<file path="src/logic/ooo_pkg.sv">
package ooo_pkg;

    // datapath and tag widths
    localparam int XLEN       = 32;
    localparam int REG_ADDR_W = 5;
    localparam int ROB_IDX_W  = 5;

    typedef logic [XLEN-1:0]       xlen_t;
    typedef logic [REG_ADDR_W-1:0] reg_addr_t;
    // producer tag, taken from the rob index of the writing instruction
    typedef logic [ROB_IDX_W-1:0]  rob_idx_t;

    // which execution unit an instruction needs
    typedef enum logic {
        alu,
        mul
    } op_type_e;

    typedef enum logic [3:0] {
        alu_add,
        alu_sub,
        alu_and,
        alu_or,
        alu_xor,
        alu_sll,
        alu_srl,
        alu_sra,
        alu_slt,
        alu_sltu
    } alu_op_e;

    // low product, signed high, unsigned high
    typedef enum logic [1:0] {
        mul_lo,
        mul_h,
        mul_hu
    } mul_op_e;

    typedef enum logic [1:0] {
        rs_idle,
        rs_waiting,
        rs_issued
    } rs_status_e;

    // one instruction offered on the dispatch port
    typedef struct packed {
        logic      valid;
        op_type_e  op_type;
        alu_op_e   alu_op;
        mul_op_e   mul_op;
        reg_addr_t rd;
        reg_addr_t rs1;
        reg_addr_t rs2;
        xlen_t     imm;
        logic      use_imm;
        rob_idx_t  rob_idx;
    } dispatch_t;

    // station to unit, operands already resolved
    typedef struct packed {
        alu_op_e   alu_op;
        mul_op_e   mul_op;
        reg_addr_t rd;
        rob_idx_t  rob_idx;
        xlen_t     src1;
        xlen_t     src2;
    } issue_t;

endpackage

</file>
<file path="src/logic/cdb_if.sv">
`timescale 1ns/100ps

interface cdb_if;
    import ooo_pkg::*;

    // alu lane
    logic      alu_valid;
    rob_idx_t  alu_rob_idx;
    reg_addr_t alu_rd;
    xlen_t     alu_data;

    // mul lane
    logic      mul_valid;
    rob_idx_t  mul_rob_idx;
    reg_addr_t mul_rd;
    xlen_t     mul_data;

    // each unit drives only its own lane
    modport producer (
        output alu_valid, alu_rob_idx, alu_rd, alu_data,
        output mul_valid, mul_rob_idx, mul_rd, mul_data
    );

    // stations and register file snoop both lanes
    modport listener (
        input alu_valid, alu_rob_idx, alu_rd, alu_data,
        input mul_valid, mul_rob_idx, mul_rd, mul_data
    );

endinterface

</file>
<file path="src/logic/reg_status_file.sv">
`timescale 1ns/100ps

module reg_status_file (
    input  logic               clk,
    input  logic               rst,
    input  ooo_pkg::dispatch_t dispatch,
    output ooo_pkg::xlen_t     rs1_data,
    output logic               rs1_ready,
    output ooo_pkg::rob_idx_t  rs1_tag,
    output ooo_pkg::xlen_t     rs2_data,
    output logic               rs2_ready,
    output ooo_pkg::rob_idx_t  rs2_tag,
    cdb_if.listener            cdb
);
    import ooo_pkg::*;

    // architectural values, busy bits and producer tags
    xlen_t    regs     [32];
    rob_idx_t prod_tag [32];
    logic [31:0] busy;

    // both read ports handled in one loop
    reg_addr_t src_addr [2];
    xlen_t     src_val  [2];
    logic      src_rdy  [2];
    rob_idx_t  src_tag  [2];

    assign src_addr[0] = dispatch.rs1;
    assign src_addr[1] = dispatch.rs2;

    always_comb begin
        for (int i = 0; i < 2; i++) begin
            src_tag[i] = prod_tag[src_addr[i]];
            src_val[i] = regs[src_addr[i]];
            // x0 and clean registers are ready straight away
            src_rdy[i] = (src_addr[i] == '0) || !busy[src_addr[i]];
            if (src_addr[i] != '0 && busy[src_addr[i]]) begin
                // producer broadcasting right now, bypass its data
                if (cdb.alu_valid && cdb.alu_rob_idx == src_tag[i]) begin
                    src_val[i] = cdb.alu_data;
                    src_rdy[i] = 1'b1;
                end else if (cdb.mul_valid && cdb.mul_rob_idx == src_tag[i]) begin
                    src_val[i] = cdb.mul_data;
                    src_rdy[i] = 1'b1;
                end
            end
        end
    end

    assign rs1_data  = src_val[0];
    assign rs1_ready = src_rdy[0];
    assign rs1_tag   = src_tag[0];
    assign rs2_data  = src_val[1];
    assign rs2_ready = src_rdy[1];
    assign rs2_tag   = src_tag[1];

    always_ff @(posedge clk) begin
        if (rst) begin
            busy <= '0;
            for (int r = 0; r < 32; r++) begin
                regs[r]     <= '0;
                prod_tag[r] <= '0;
            end
        end else begin
            // alu lane first so mul wins on the same rd
            if (cdb.alu_valid && cdb.alu_rd != '0) begin
                regs[cdb.alu_rd] <= cdb.alu_data;
                // only the latest producer may clear busy
                if (cdb.alu_rob_idx == prod_tag[cdb.alu_rd]) begin
                    busy[cdb.alu_rd] <= 1'b0;
                end
            end
            if (cdb.mul_valid && cdb.mul_rd != '0) begin
                regs[cdb.mul_rd] <= cdb.mul_data;
                if (cdb.mul_rob_idx == prod_tag[cdb.mul_rd]) begin
                    busy[cdb.mul_rd] <= 1'b0;
                end
            end
            // new producer overrides any clear in the same cycle
            if (dispatch.valid && dispatch.rd != '0) begin
                busy[dispatch.rd]     <= 1'b1;
                prod_tag[dispatch.rd] <= dispatch.rob_idx;
            end
        end
    end

    // x0 is hardwired, no dispatch may mark it pending
    a_x0_never_busy: assert property (
        @(posedge clk) disable iff (rst)
        dispatch.valid && dispatch.rd == '0 |=> !busy[0]
    );

endmodule

</file>
<file path="src/flat_wrapper.sv">
// flat-port wrapper written by rule: the top's interface ports become plain ports
module reg_status_file_flat import ooo_pkg::*;
  (clk, rst, dispatch, rs1_data, rs1_ready, rs1_tag, rs2_data, rs2_ready, rs2_tag, cdb_alu_valid, cdb_alu_rob_idx, cdb_alu_rd, cdb_alu_data, cdb_mul_valid, cdb_mul_rob_idx, cdb_mul_rd, cdb_mul_data);
  cdb_if cdb_i ();
  input  logic clk;
  input  logic rst;
  input  ooo_pkg::dispatch_t dispatch;
  output ooo_pkg::xlen_t rs1_data;
  output logic rs1_ready;
  output ooo_pkg::rob_idx_t rs1_tag;
  output ooo_pkg::xlen_t rs2_data;
  output logic rs2_ready;
  output ooo_pkg::rob_idx_t rs2_tag;
  input wire logic [$bits(cdb_i.alu_valid)-1:0] cdb_alu_valid;
  input wire logic [$bits(cdb_i.alu_rob_idx)-1:0] cdb_alu_rob_idx;
  input wire logic [$bits(cdb_i.alu_rd)-1:0] cdb_alu_rd;
  input wire logic [$bits(cdb_i.alu_data)-1:0] cdb_alu_data;
  input wire logic [$bits(cdb_i.mul_valid)-1:0] cdb_mul_valid;
  input wire logic [$bits(cdb_i.mul_rob_idx)-1:0] cdb_mul_rob_idx;
  input wire logic [$bits(cdb_i.mul_rd)-1:0] cdb_mul_rd;
  input wire logic [$bits(cdb_i.mul_data)-1:0] cdb_mul_data;
  assign cdb_i.alu_valid = cdb_alu_valid;
  assign cdb_i.alu_rob_idx = cdb_alu_rob_idx;
  assign cdb_i.alu_rd = cdb_alu_rd;
  assign cdb_i.alu_data = cdb_alu_data;
  assign cdb_i.mul_valid = cdb_mul_valid;
  assign cdb_i.mul_rob_idx = cdb_mul_rob_idx;
  assign cdb_i.mul_rd = cdb_mul_rd;
  assign cdb_i.mul_data = cdb_mul_data;
  reg_status_file u_core (.clk(clk), .rst(rst), .dispatch(dispatch), .rs1_data(rs1_data), .rs1_ready(rs1_ready), .rs1_tag(rs1_tag), .rs2_data(rs2_data), .rs2_ready(rs2_ready), .rs2_tag(rs2_tag), .cdb(cdb_i));
endmodule
</file>
<file path="config.mk">
export PLATFORM = sky130hd
export DESIGN_NAME = reg_status_file_flat
export DESIGN_NICKNAME = d
export VERILOG_FILES = /design/src/logic/ooo_pkg.sv /design/src/logic/cdb_if.sv /design/src/logic/reg_status_file.sv /design/src/flat_wrapper.sv
export SDC_FILE = /design/constraint.sdc
export NUM_CORES = 2
export LEC_CHECK = 0
export BUFFER_PORTS_ARGS = -buffer_cell sky130_fd_sc_hd__buf_2
export CORE_MARGIN = 1
export CORE_UTILIZATION = 45
export DETAILED_ROUTE_END_ITERATION = 16
export PLACE_DENSITY = 0.61
export SYNTH_ARGS = -nofsm -noshare
export SYNTH_HDL_FRONTEND = slang
export SYNTH_SLANG_ARGS = --single-unit
</file>
<file path="constraint.sdc">
create_clock -name clk -period 3.4 [get_ports clk]
set_clock_uncertainty 0.05 [all_clocks]
set_input_delay 0.17 -clock clk [delete_from_list [all_inputs] [get_ports clk]]
set_output_delay 0.17 -clock clk [all_outputs]
set_load 0.005 [all_outputs]
</file>
==> impl_results.md <==
- Outcome: finished, violations left
- Failing checks: setup timing
- CTS Buf Count: 140
- Worst path required time: 3.18 ns
- Post-route ant nets: 0
- CTS Buffer Depth: 3
- Die width: 405.4 um
- Layout area overhead: 15.64%
- Mean routed wirelength per cell: 43.17 um
- Ys async rst share: 0%
- Worst-path cell with the longest stage delay: edfxtp_1
- Setup Viol. Count Final: 66
- DRT Wirelength: 312300 um
- Finished Layout Cells: 7235
- Avg Cell Area, Syn: 15.10 um^2
- Largest net degree at the start of global routing: 114
- Simple-gate share of the synthesized area: 4.964%
- Post-synth top area share: 48.56%
- Mux cell area share after synthesis: 26.13%
- Synth top area cells: edfxtp_1 (49%), mux4_2 (24%), a22o_1 (12%)
- Final worst path period need: 4.320 ns
- Core area: 161100 um^2
- CTS tree: built
- Vias/cell: 7.662
- NumNets Final: 5108
- Clk slew on worst S/H paths: 0.06 ns
- Critical path, cell by cell: mux2i_1 -> buf_4 -> a22oi_1 -> nand4_1 -> o21ai_0 -> buf_4 -> nor2_1 -> xor2_1 -> nand4_4 -> o21a_4 -> buf_8 -> a211oi_4 -> buf_2
- Post-synthesis adder-cell area fraction: 0%
- Slew margin rel.: 26.35%
- Area share of xor/xnor cells in the synthesized design: 0.3230%
- Synth area leader: edfxtp_1
- Initial antenna violation count: 15
- Maximum vdd drop: 530.9 uV
- Die height: 405.4 um
- First-pass DRT Iterations: 8
- Post-synthesis sequential area ratio: 49.40%
- Top post-synthesis cells by count: edfxtp_1 (1184), a22o_1 (995), mux4_2 (792)
- H-tree levels: 4
- Cell Rows: 147
- Main combinational cell family by area after synthesis: multiplexers
- # placed instances: 6924
- Crit share post-route: 127.1%
- Worst path most repeated cell: buf_4
- Lkg Pwr: 28.54 nW
- Synth Cell Area: 73220 um^2
- Vias in the first global route: 52.99k
- Clk sinks: 1215
- Detailed Place HPWL: 183900 um
- Initial Utilization: 45.45%
- Worst setup EP type: output pin
- Die area: 164300 um^2
- Critical path type: reg2out
- Design area: 84680 um^2
- Yosys Warn Count: 0
- Drt initial violations: 9052
- Utilization after layout: 52.55%
- Gpl congestion: 0.9807
- DRC Markers: 0
- CP max stage delay: 0.43 ns
- Hold Fails Final Rpt: 0
- Placed inst area: 78880 um^2
- Worst Max-Slew Pin Slew: 1.105 ns
- Count leader, synth: edfxtp_1
- #FFs+latches synth: 1215
- Gr usage total: 37.64%
- Fraction of layout cells with a size suffix above 1: 37.54%
- Worst Path Arrival: 4.10 ns
- Total vias in the final route: 55.43k
- Startpoint Class: register
- PortBufs: 184
- Slew Limit Fails: 0
- Pwr Density: 469.7 nW/um^2
- First-pass GRT wire length: 424900 um
- Final WS setup: -0.9204 ns
- Main synth FF type: edfxtp_1
- Fmax achieved: 0.2315 GHz
- Clock root cell: clkbuf_16
- Clock Latency Late Sink: 0.81 ns
- HP Class: in2reg
- Complex-gate fraction of the synthesized area: 14.84%
- Max-cap violations: 0
- Synth unique cells: 69
- I/O pins: 225
- EDFF count, synth: 1184
- Syn Inst Count: 4848
- Post-placement worst setup slack: -0.3788 ns
- Grt ovf: 0
- Fillers: 13.13k
- Crit path max fanout: 6
- RSZ-0062 raised after global routing: true
## path summary, 6_finish.rpt
kind / start / endpoint / slack [ns] / cells after the start
setup reg to reg: u_core.prod_tag[18][3]$_SDFFCE_PN0P_ / u_core.busy[23]$_SDFF_PP0_ / 0.33 / 9
setup / recovery: u_core.prod_tag[6][3]$_SDFFCE_PN0P_ / rs2_data[10] / -0.92 / 13
hold / removal: dispatch[4] / u_core.prod_tag[26][4]$_SDFFCE_PN0P_ / 0.05 / 2
hold reg to reg: u_core.busy[22]$_SDFF_PP0_ / u_core.busy[22]$_SDFF_PP0_ / 0.48 / 1
## critical path, delay by kind of cell (launching register included)
family	cells	cell delay [ns]
simple gates	3	0.59
flops	1	0.43
mux	1	0.20
buf+inv	4	0.75
compound gates	4	1.00
xor+xnor	1	0.32
## routing by layer
| metal | global-route usage (%) | share of wire (%) | vias to the layer above |
|---|---|---|---|
| met4 | 19.83 | 6.0 | 16 |
| met1 | 49.77 | 36 | 28570 |
| li1 | - | - | 20720 |
| met5 | 0.7136 | 0.081 | - |
| met3 | 13.29 | 15 | 1055 |
| met2 | 54.36 | 43 | 5076 |
## metrics by stage
step | hold WS, ns | total power (W) | TNS, ns
after detailed placement | 0.4658 | 0.02442 | -13.24
final | 0.05221 | 0.03977 | -51.50
after CTS | 0.01770 | 0.03947 | -49.05
after global placement | 0.4554 | 0.02433 | -14.62
after floorplan | 0.3182 | 0.02172 | 0
after global routing | 0.04732 | 0.04048 | -53.74
## timing repair
action	in CTS	in global routing
setup buffers	28	17
hold buffers	8	0
pin swaps	39	32
gates resized for setup	91	58
endpoints found under the hold margin	58	0
endpoints found under the setup margin	66	66
cloned	3	2
## logic make-up after synthesis
| logic type | after synthesis |
|---|---|
| other | 1 |
| DFF | 1215 |
| and+or+nand+nor | 684 |
| muxes | 911 |
| AOI/OAI and AO/OA | 1246 |
| buffers and inverters | 764 |
| xor gates and xnor gates | 27 |
## sequential cells by signal (all words and copies together), names as in the netlist
register and flops:
u_core.busy 31, u_core.prod_tag 160, u_core.regs 1024
## layout make-up
type / instances / area (um^2) / area share, %
diodes: 6 / 15.01 / 0.01773
clock buffers: 173 / 3627 / 4.284
clock inverters: 79 / 840.8 / 0.9930
inverters: 11 / 47.55 / 0.05615
multi-input cells: 2906 / 35070 / 41.42
flip-flops and latches: 1215 / 36170 / 42.72
well taps: 2160 / 2703 / 3.192
repair buffers: 685 / 6196 / 7.317
## cell usage in the layout, fill, tap and decap left out, types with 30 or more instances in the layout
cell / n
edfxtp_1: 1184
a22o_1: 994
mux4_2: 794
buf_4: 373
buf_2: 169
and2_1: 162
clkbuf_16: 142
nor2_1: 112
mux2i_1: 108
nand2_1: 103
buf_12: 95
o21ai_0: 54
nor3_2: 52
nor3_1: 47
nand4_1: 46
a22oi_1: 44
conb_1: 37
clkbuf_1: 33
or3_2: 31
dfxtp_1: 31
nor2_4: 30
## power by group
part	internal (W)	leakage, nW	switching (W)
combinational	0.00296	14.8	0.00376
sequential	0.0174	11.6	0.000496
clock	0.00850	2.16	0.00670
total	0.0288	28.5	0.0110
(Power assumes the default switching activity.)
