$ cat config.mk
export PLATFORM = sky130hd
export DESIGN_NAME = reservation_station_flat
export DESIGN_NICKNAME = d
export VERILOG_FILES = /design/src/logic/ooo_pkg.sv /design/src/logic/cdb_if.sv /design/src/logic/reservation_station.sv /design/src/flat_wrapper.sv
export SDC_FILE = /design/constraint.sdc
export NUM_CORES = 1
export LEC_CHECK = 0
export CAP_MARGIN = 20
export CORE_MARGIN = 10
export CORE_UTILIZATION = 51
export DETAILED_ROUTE_END_ITERATION = 10
export DONT_BUFFER_PORTS = 1
export PLACE_DENSITY = 0.66
export SLEW_MARGIN = 40
export SYNTH_ARGS = -nofsm -noshare
export SYNTH_HDL_FRONTEND = slang
export SYNTH_SLANG_ARGS = --single-unit
$ cat constraint.sdc
create_clock -name clk -period 8.7 [get_ports clk]
set_input_delay 2.175 -clock clk [delete_from_list [all_inputs] [get_ports clk]]
set_output_delay 2.175 -clock clk [all_outputs]
set_load 0.005 [all_outputs]
$ cat src/logic/ooo_pkg.sv
package ooo_pkg;

    // datapath and tag widths
    localparam int XLEN       = 32;
    localparam int REG_ADDR_W = 5;
    localparam int ROB_IDX_W  = 5;

    typedef logic [XLEN-1:0]       xlen_t;
    typedef logic [REG_ADDR_W-1:0] reg_addr_t;
    // producer tag, taken from the rob index of the writing instruction
    typedef logic [ROB_IDX_W-1:0]  rob_idx_t;

    // which execution unit an instruction needs
    typedef enum logic {
        alu,
        mul
    } op_type_e;

    typedef enum logic [3:0] {
        alu_add,
        alu_sub,
        alu_and,
        alu_or,
        alu_xor,
        alu_sll,
        alu_srl,
        alu_sra,
        alu_slt,
        alu_sltu
    } alu_op_e;

    // low product, signed high, unsigned high
    typedef enum logic [1:0] {
        mul_lo,
        mul_h,
        mul_hu
    } mul_op_e;

    typedef enum logic [1:0] {
        rs_idle,
        rs_waiting,
        rs_issued
    } rs_status_e;

    // one instruction offered on the dispatch port
    typedef struct packed {
        logic      valid;
        op_type_e  op_type;
        alu_op_e   alu_op;
        mul_op_e   mul_op;
        reg_addr_t rd;
        reg_addr_t rs1;
        reg_addr_t rs2;
        xlen_t     imm;
        logic      use_imm;
        rob_idx_t  rob_idx;
    } dispatch_t;

    // station to unit, operands already resolved
    typedef struct packed {
        alu_op_e   alu_op;
        mul_op_e   mul_op;
        reg_addr_t rd;
        rob_idx_t  rob_idx;
        xlen_t     src1;
        xlen_t     src2;
    } issue_t;

endpackage

$ cat src/logic/cdb_if.sv
`timescale 1ns/100ps

interface cdb_if;
    import ooo_pkg::*;

    // alu lane
    logic      alu_valid;
    rob_idx_t  alu_rob_idx;
    reg_addr_t alu_rd;
    xlen_t     alu_data;

    // mul lane
    logic      mul_valid;
    rob_idx_t  mul_rob_idx;
    reg_addr_t mul_rd;
    xlen_t     mul_data;

    // each unit drives only its own lane
    modport producer (
        output alu_valid, alu_rob_idx, alu_rd, alu_data,
        output mul_valid, mul_rob_idx, mul_rd, mul_data
    );

    // stations and register file snoop both lanes
    modport listener (
        input alu_valid, alu_rob_idx, alu_rd, alu_data,
        input mul_valid, mul_rob_idx, mul_rd, mul_data
    );

endinterface

$ cat src/logic/reservation_station.sv
`timescale 1ns/100ps

module reservation_station #(
    parameter ooo_pkg::op_type_e OP_KIND = ooo_pkg::alu
) (
    input  logic               clk,
    input  logic               rst,
    input  ooo_pkg::dispatch_t dispatch,
    input  ooo_pkg::xlen_t     rs1_data,
    input  logic               rs1_ready,
    input  ooo_pkg::rob_idx_t  rs1_tag,
    input  ooo_pkg::xlen_t     rs2_data,
    input  logic               rs2_ready,
    input  ooo_pkg::rob_idx_t  rs2_tag,
    cdb_if.listener            cdb,
    output logic               available,
    output logic               issue_valid,
    output ooo_pkg::issue_t    issue
);
    import ooo_pkg::*;

    rs_status_e state;

    // entry payload
    alu_op_e   ent_alu_op;
    mul_op_e   ent_mul_op;
    reg_addr_t ent_rd;
    rob_idx_t  ent_rob_idx;
    xlen_t     src1;
    xlen_t     src2;
    rob_idx_t  src1_tag;
    rob_idx_t  src2_tag;
    logic      src1_rdy;
    logic      src2_rdy;

    logic capture;
    logic own_done;

    // instruction for this unit type
    assign capture = dispatch.valid && dispatch.op_type == OP_KIND;

    // own lane only, a tag on the other lane belongs to someone else
    assign own_done = (OP_KIND == alu) ?
                      (cdb.alu_valid && cdb.alu_rob_idx == ent_rob_idx) :
                      (cdb.mul_valid && cdb.mul_rob_idx == ent_rob_idx);

    assign available   = (state == rs_idle);
    assign issue_valid = (state == rs_waiting) && src1_rdy && src2_rdy;

    assign issue.alu_op  = ent_alu_op;
    assign issue.mul_op  = ent_mul_op;
    assign issue.rd      = ent_rd;
    assign issue.rob_idx = ent_rob_idx;
    assign issue.src1    = src1;
    assign issue.src2    = src2;

    // control state
    always_ff @(posedge clk) begin
        if (rst) begin
            state <= rs_idle;
        end else begin
            case (state)
                rs_idle: begin
                    if (capture) begin
                        state <= rs_waiting;
                    end
                end
                rs_waiting: begin
                    if (issue_valid) begin
                        state <= rs_issued;
                    end
                end
                rs_issued: begin
                    // free once our result is on the bus
                    if (own_done) begin
                        state <= rs_idle;
                    end
                end
                default: begin
                    state <= rs_idle;
                end
            endcase
        end
    end

    // capture and wake-up
    always_ff @(posedge clk) begin
        if (state == rs_idle && capture) begin
            ent_alu_op  <= dispatch.alu_op;
            ent_mul_op  <= dispatch.mul_op;
            ent_rd      <= dispatch.rd;
            ent_rob_idx <= dispatch.rob_idx;
            src1        <= rs1_data;
            src1_rdy    <= rs1_ready;
            src1_tag    <= rs1_tag;
            // immediate replaces rs2 and never waits
            if (dispatch.use_imm) begin
                src2     <= dispatch.imm;
                src2_rdy <= 1'b1;
            end else begin
                src2     <= rs2_data;
                src2_rdy <= rs2_ready;
            end
            src2_tag    <= rs2_tag;
        end else if (state == rs_waiting) begin
            // either lane can wake either operand
            if (!src1_rdy) begin
                if (cdb.alu_valid && cdb.alu_rob_idx == src1_tag) begin
                    src1     <= cdb.alu_data;
                    src1_rdy <= 1'b1;
                end else if (cdb.mul_valid && cdb.mul_rob_idx == src1_tag) begin
                    src1     <= cdb.mul_data;
                    src1_rdy <= 1'b1;
                end
            end
            if (!src2_rdy) begin
                if (cdb.alu_valid && cdb.alu_rob_idx == src2_tag) begin
                    src2     <= cdb.alu_data;
                    src2_rdy <= 1'b1;
                end else if (cdb.mul_valid && cdb.mul_rob_idx == src2_tag) begin
                    src2     <= cdb.mul_data;
                    src2_rdy <= 1'b1;
                end
            end
        end
    end

    // dispatch must respect the available level
    a_no_capture_when_busy: assert property (
        @(posedge clk) disable iff (rst)
        capture |-> state == rs_idle
    );

    // one issue pulse per entry, then wait for the result
    a_issue_from_waiting: assert property (
        @(posedge clk) disable iff (rst)
        issue_valid |-> state == rs_waiting ##1 (state == rs_issued && !issue_valid)
    );

endmodule
$ cat src/flat_wrapper.sv
// flat-port wrapper written by rule: the top's interface ports become plain ports
module reservation_station_flat import ooo_pkg::*;
#(
    parameter ooo_pkg::op_type_e OP_KIND = ooo_pkg::alu
)
  (clk, rst, dispatch, rs1_data, rs1_ready, rs1_tag, rs2_data, rs2_ready, rs2_tag, available, issue_valid, issue, cdb_alu_valid, cdb_alu_rob_idx, cdb_alu_rd, cdb_alu_data, cdb_mul_valid, cdb_mul_rob_idx, cdb_mul_rd, cdb_mul_data);
  cdb_if cdb_i ();
  input  logic clk;
  input  logic rst;
  input  ooo_pkg::dispatch_t dispatch;
  input  ooo_pkg::xlen_t rs1_data;
  input  logic rs1_ready;
  input  ooo_pkg::rob_idx_t rs1_tag;
  input  ooo_pkg::xlen_t rs2_data;
  input  logic rs2_ready;
  input  ooo_pkg::rob_idx_t rs2_tag;
  output logic available;
  output logic issue_valid;
  output ooo_pkg::issue_t issue;
  input wire logic [$bits(cdb_i.alu_valid)-1:0] cdb_alu_valid;
  input wire logic [$bits(cdb_i.alu_rob_idx)-1:0] cdb_alu_rob_idx;
  input wire logic [$bits(cdb_i.alu_rd)-1:0] cdb_alu_rd;
  input wire logic [$bits(cdb_i.alu_data)-1:0] cdb_alu_data;
  input wire logic [$bits(cdb_i.mul_valid)-1:0] cdb_mul_valid;
  input wire logic [$bits(cdb_i.mul_rob_idx)-1:0] cdb_mul_rob_idx;
  input wire logic [$bits(cdb_i.mul_rd)-1:0] cdb_mul_rd;
  input wire logic [$bits(cdb_i.mul_data)-1:0] cdb_mul_data;
  assign cdb_i.alu_valid = cdb_alu_valid;
  assign cdb_i.alu_rob_idx = cdb_alu_rob_idx;
  assign cdb_i.alu_rd = cdb_alu_rd;
  assign cdb_i.alu_data = cdb_alu_data;
  assign cdb_i.mul_valid = cdb_mul_valid;
  assign cdb_i.mul_rob_idx = cdb_mul_rob_idx;
  assign cdb_i.mul_rd = cdb_mul_rd;
  assign cdb_i.mul_data = cdb_mul_data;
  reservation_station #(.OP_KIND(OP_KIND)) u_core (.clk(clk), .rst(rst), .dispatch(dispatch), .rs1_data(rs1_data), .rs1_ready(rs1_ready), .rs1_tag(rs1_tag), .rs2_data(rs2_data), .rs2_ready(rs2_ready), .rs2_tag(rs2_tag), .cdb(cdb_i), .available(available), .issue_valid(issue_valid), .issue(issue));
endmodule
==> qor.yml <==
max-clock-path-buffers: 2
die-area_mm2: 0.0149
drive_gt1_frac: 0.224
status: "complete, no violations"
grt_usage: 0.211
syn_area_mm2: 0.00533
worst_r2r_endpoint: "u_core.src1[13]"
crit-reg2reg-launch: "u_core.src1_tag[2]"
drc: 0
hold_violations: 0
cts_buffers: 9
die_h_um: 122
max_stage_delay_ns: 0.46
fill_cells: 876
synth_nets: 643
worst-path-max-fanout: 26
p_leak_nw: 1.79
layout_commonest_cell: "edfxtp_1"
clock_skew_ns: 0.0112
cts_sinks: 94
cts_resized: 0
viasPerCell: 6.70
critical_path_class: "input pin to register"
row_count: 37
cts_setup_buffers: 0
hold_buffers: 0
utilization: 0.547
wire_per_inst_um: 30.9
start_kind: "input pin"
crit_chain: "xnor2_1, nand2_1, buf_4, o22a_1, o31ai_4, buf_4"
portBuffers: 0
drv_cap: 0
synth_cell_types: 29
num_io_pins: 307
arrival_ns: 4.35
reg2regPathDepth: 6
synth_edf_count: 92
post-route-min-period_ns: 4.33
slew_violations: 0
min-delay-start: "u_core.state[0]"
diodes: 0
die_w_um: 122
vias: 3596
cts_tree: "built"
clk-insertion-delay-late_ns: 0.35
drt_iter0_drc: 258
slowest_stage: "nand2_1"
synth.area.top_cells: "edfxtp_1 (52%), o211ai_1 (9.3%), o221ai_2 (8.5%)"
gp_congestion: 0.788
final_cell_mix: "edfxtp_1 (92), nand2_1 (71), o211ai_1 (66)"
path_clk_slew_ns: 0.08
core-area_mm2: 0.0102
drt_wl_total_mm: 16.6
whs_path_depth: 2
powerDensity_mw_per_mm2: 180
grt_max_degree: 71
worst_slew_pin_slew_ns: 0.812
yosysTopAreaCell: "edfxtp_1"
setup_viol: 0
ff2ff_setup_slack_ns: 5.75
htreeDepth: 3
timing.final.ws_setup_ns: 4.37
area_delta_synth_final_pct: 5.17
avgSynthCellArea_um2: 12.7
fin_tns_setup_ns: 0
overflow: 0
hold_path_class: "register to register"
timing.final.crit_share: 0.498
first_pass_iters: 4
ys_warn_count: 0
async_reset_ff_frac: 0
peakVddDrop_v: 0.000106
synthFlopType: "edfxtp_1"
power.total_mw: 1.01
antenna_found_initial: 0
pre_cts_slack_ns: 4.01
dp_hpwl_mm: 12.4
ys_seq_area_frac: 0.526
rsz0062_at_grt: "false"
hold_path_end: "u_core.state[0]"
cp.required_ns: 8.71
relSlewSlack: 0.459
syn_inst: 418
final_nets: 621
root_buffer: "clkbuf_8"
end_kind: "register"
grt_pass1_wl_mm: 24.0
ys_ff_latch: 94
cp_common_cell: "buf_4"
ant_nets: 0
synth.top_cell.area_share: 0.519
clock.fmax_mhz: 231
grt_pass1_vias: 3850
start_util: 0.520
-- cells in the mapped netlist, drive strengths merged (2+ instances only) --
cell type   n
a21oi       2
buf        20
clkbuf     22
dfxtp       2
edfxtp     92
inv         2
mux2i      32
nand2      71
nand4       4
nor2        6
o211ai     96
o221ai     32
o22a        2
o31ai       2
or2         2
xnor2      21
xor2        4
-- metal layers --
layer  GRT usage  share of wire
met5           0              0
met4      0.0707          0.017
met3      0.0916           0.12
met2       0.358           0.51
met1       0.234           0.35
-- registers in the layout, summed over array words and instances (netlist names), 2 cells and up --
signal              flops
u_core.ent_rd           5
u_core.src1            32
u_core.src2            32
u_core.src2_tag         5
u_core.ent_rob_idx      5
u_core.ent_alu_op       4
u_core.src1_tag         5
u_core.ent_mul_op       2
u_core.state            2
-- stage by stage --
| stage | cells | hold WS, ns | instance area (um^2) |
|---|---|---|---|
| detailed placement | 521 | 0.571 | 5390 |
| finish | 537 | 0.599 | 5600 |
| global placement | 520 | 0.558 | 5370 |
| global route | 537 | 0.616 | 5600 |
| CTS | 537 | 0.593 | 5600 |
| floorplan | 418 | 0.521 | 5330 |
-- where the power goes --
group / switching (mW) / internal, mW / total, mW
Sequential: 0.0180 / 0.534 / 0.552
Clock: 0.149 / 0.161 / 0.309
Combinational: 0.0900 / 0.0570 / 0.147
Total: 0.256 / 0.752 / 1.01
-- kinds of logic after synthesis --
group	Yosys count	synth area share
xor gates and xnor gates	25	0.0411
DFF	94	0.526
muxes	32	0.0602
and+or+nand+nor	86	0.0660
AOI/OAI and AO/OA	137	0.264
buffers and inverters	44	0.0423
-- final cells by class --
class / instances / area, um^2 / share of cell area
repair buffers: 9 / 75.1 / 0.0134
inverters: 2 / 7.51 / 0.00134
clock inverters: 5 / 75.1 / 0.0134
flip-flops and latches: 94 / 2800 / 0.500
well taps: 136 / 170 / 0.0304
clock buffers: 11 / 131 / 0.0235
multi-input cells: 280 / 2340 / 0.418
-- how the worst max path moves through the flow --
stage                            start         endpoint  cells after the start
finish              cdb_alu_rob_idx[2]  u_core.src1[13]                      6
detailed placement  cdb_alu_rob_idx[0]  u_core.src1[15]                      5
floorplan           cdb_alu_rob_idx[2]   u_core.src2[0]                      4
global route        cdb_alu_rob_idx[2]  u_core.src1[13]                      6
global placement    cdb_alu_rob_idx[0]  u_core.src1[15]                      5
CTS                 cdb_alu_rob_idx[0]  u_core.src1[31]                      5
-- critical path, delay by kind of cell --
family | cells | cell delay (ns)
AOI/OAI and AO/OA | 2 | 0.69
xor gates and xnor gates | 1 | 0.13
buffers and inverters | 2 | 0.88
and+or+nand+nor | 1 | 0.46
Note: power is estimated with default switching activity, not from simulation.
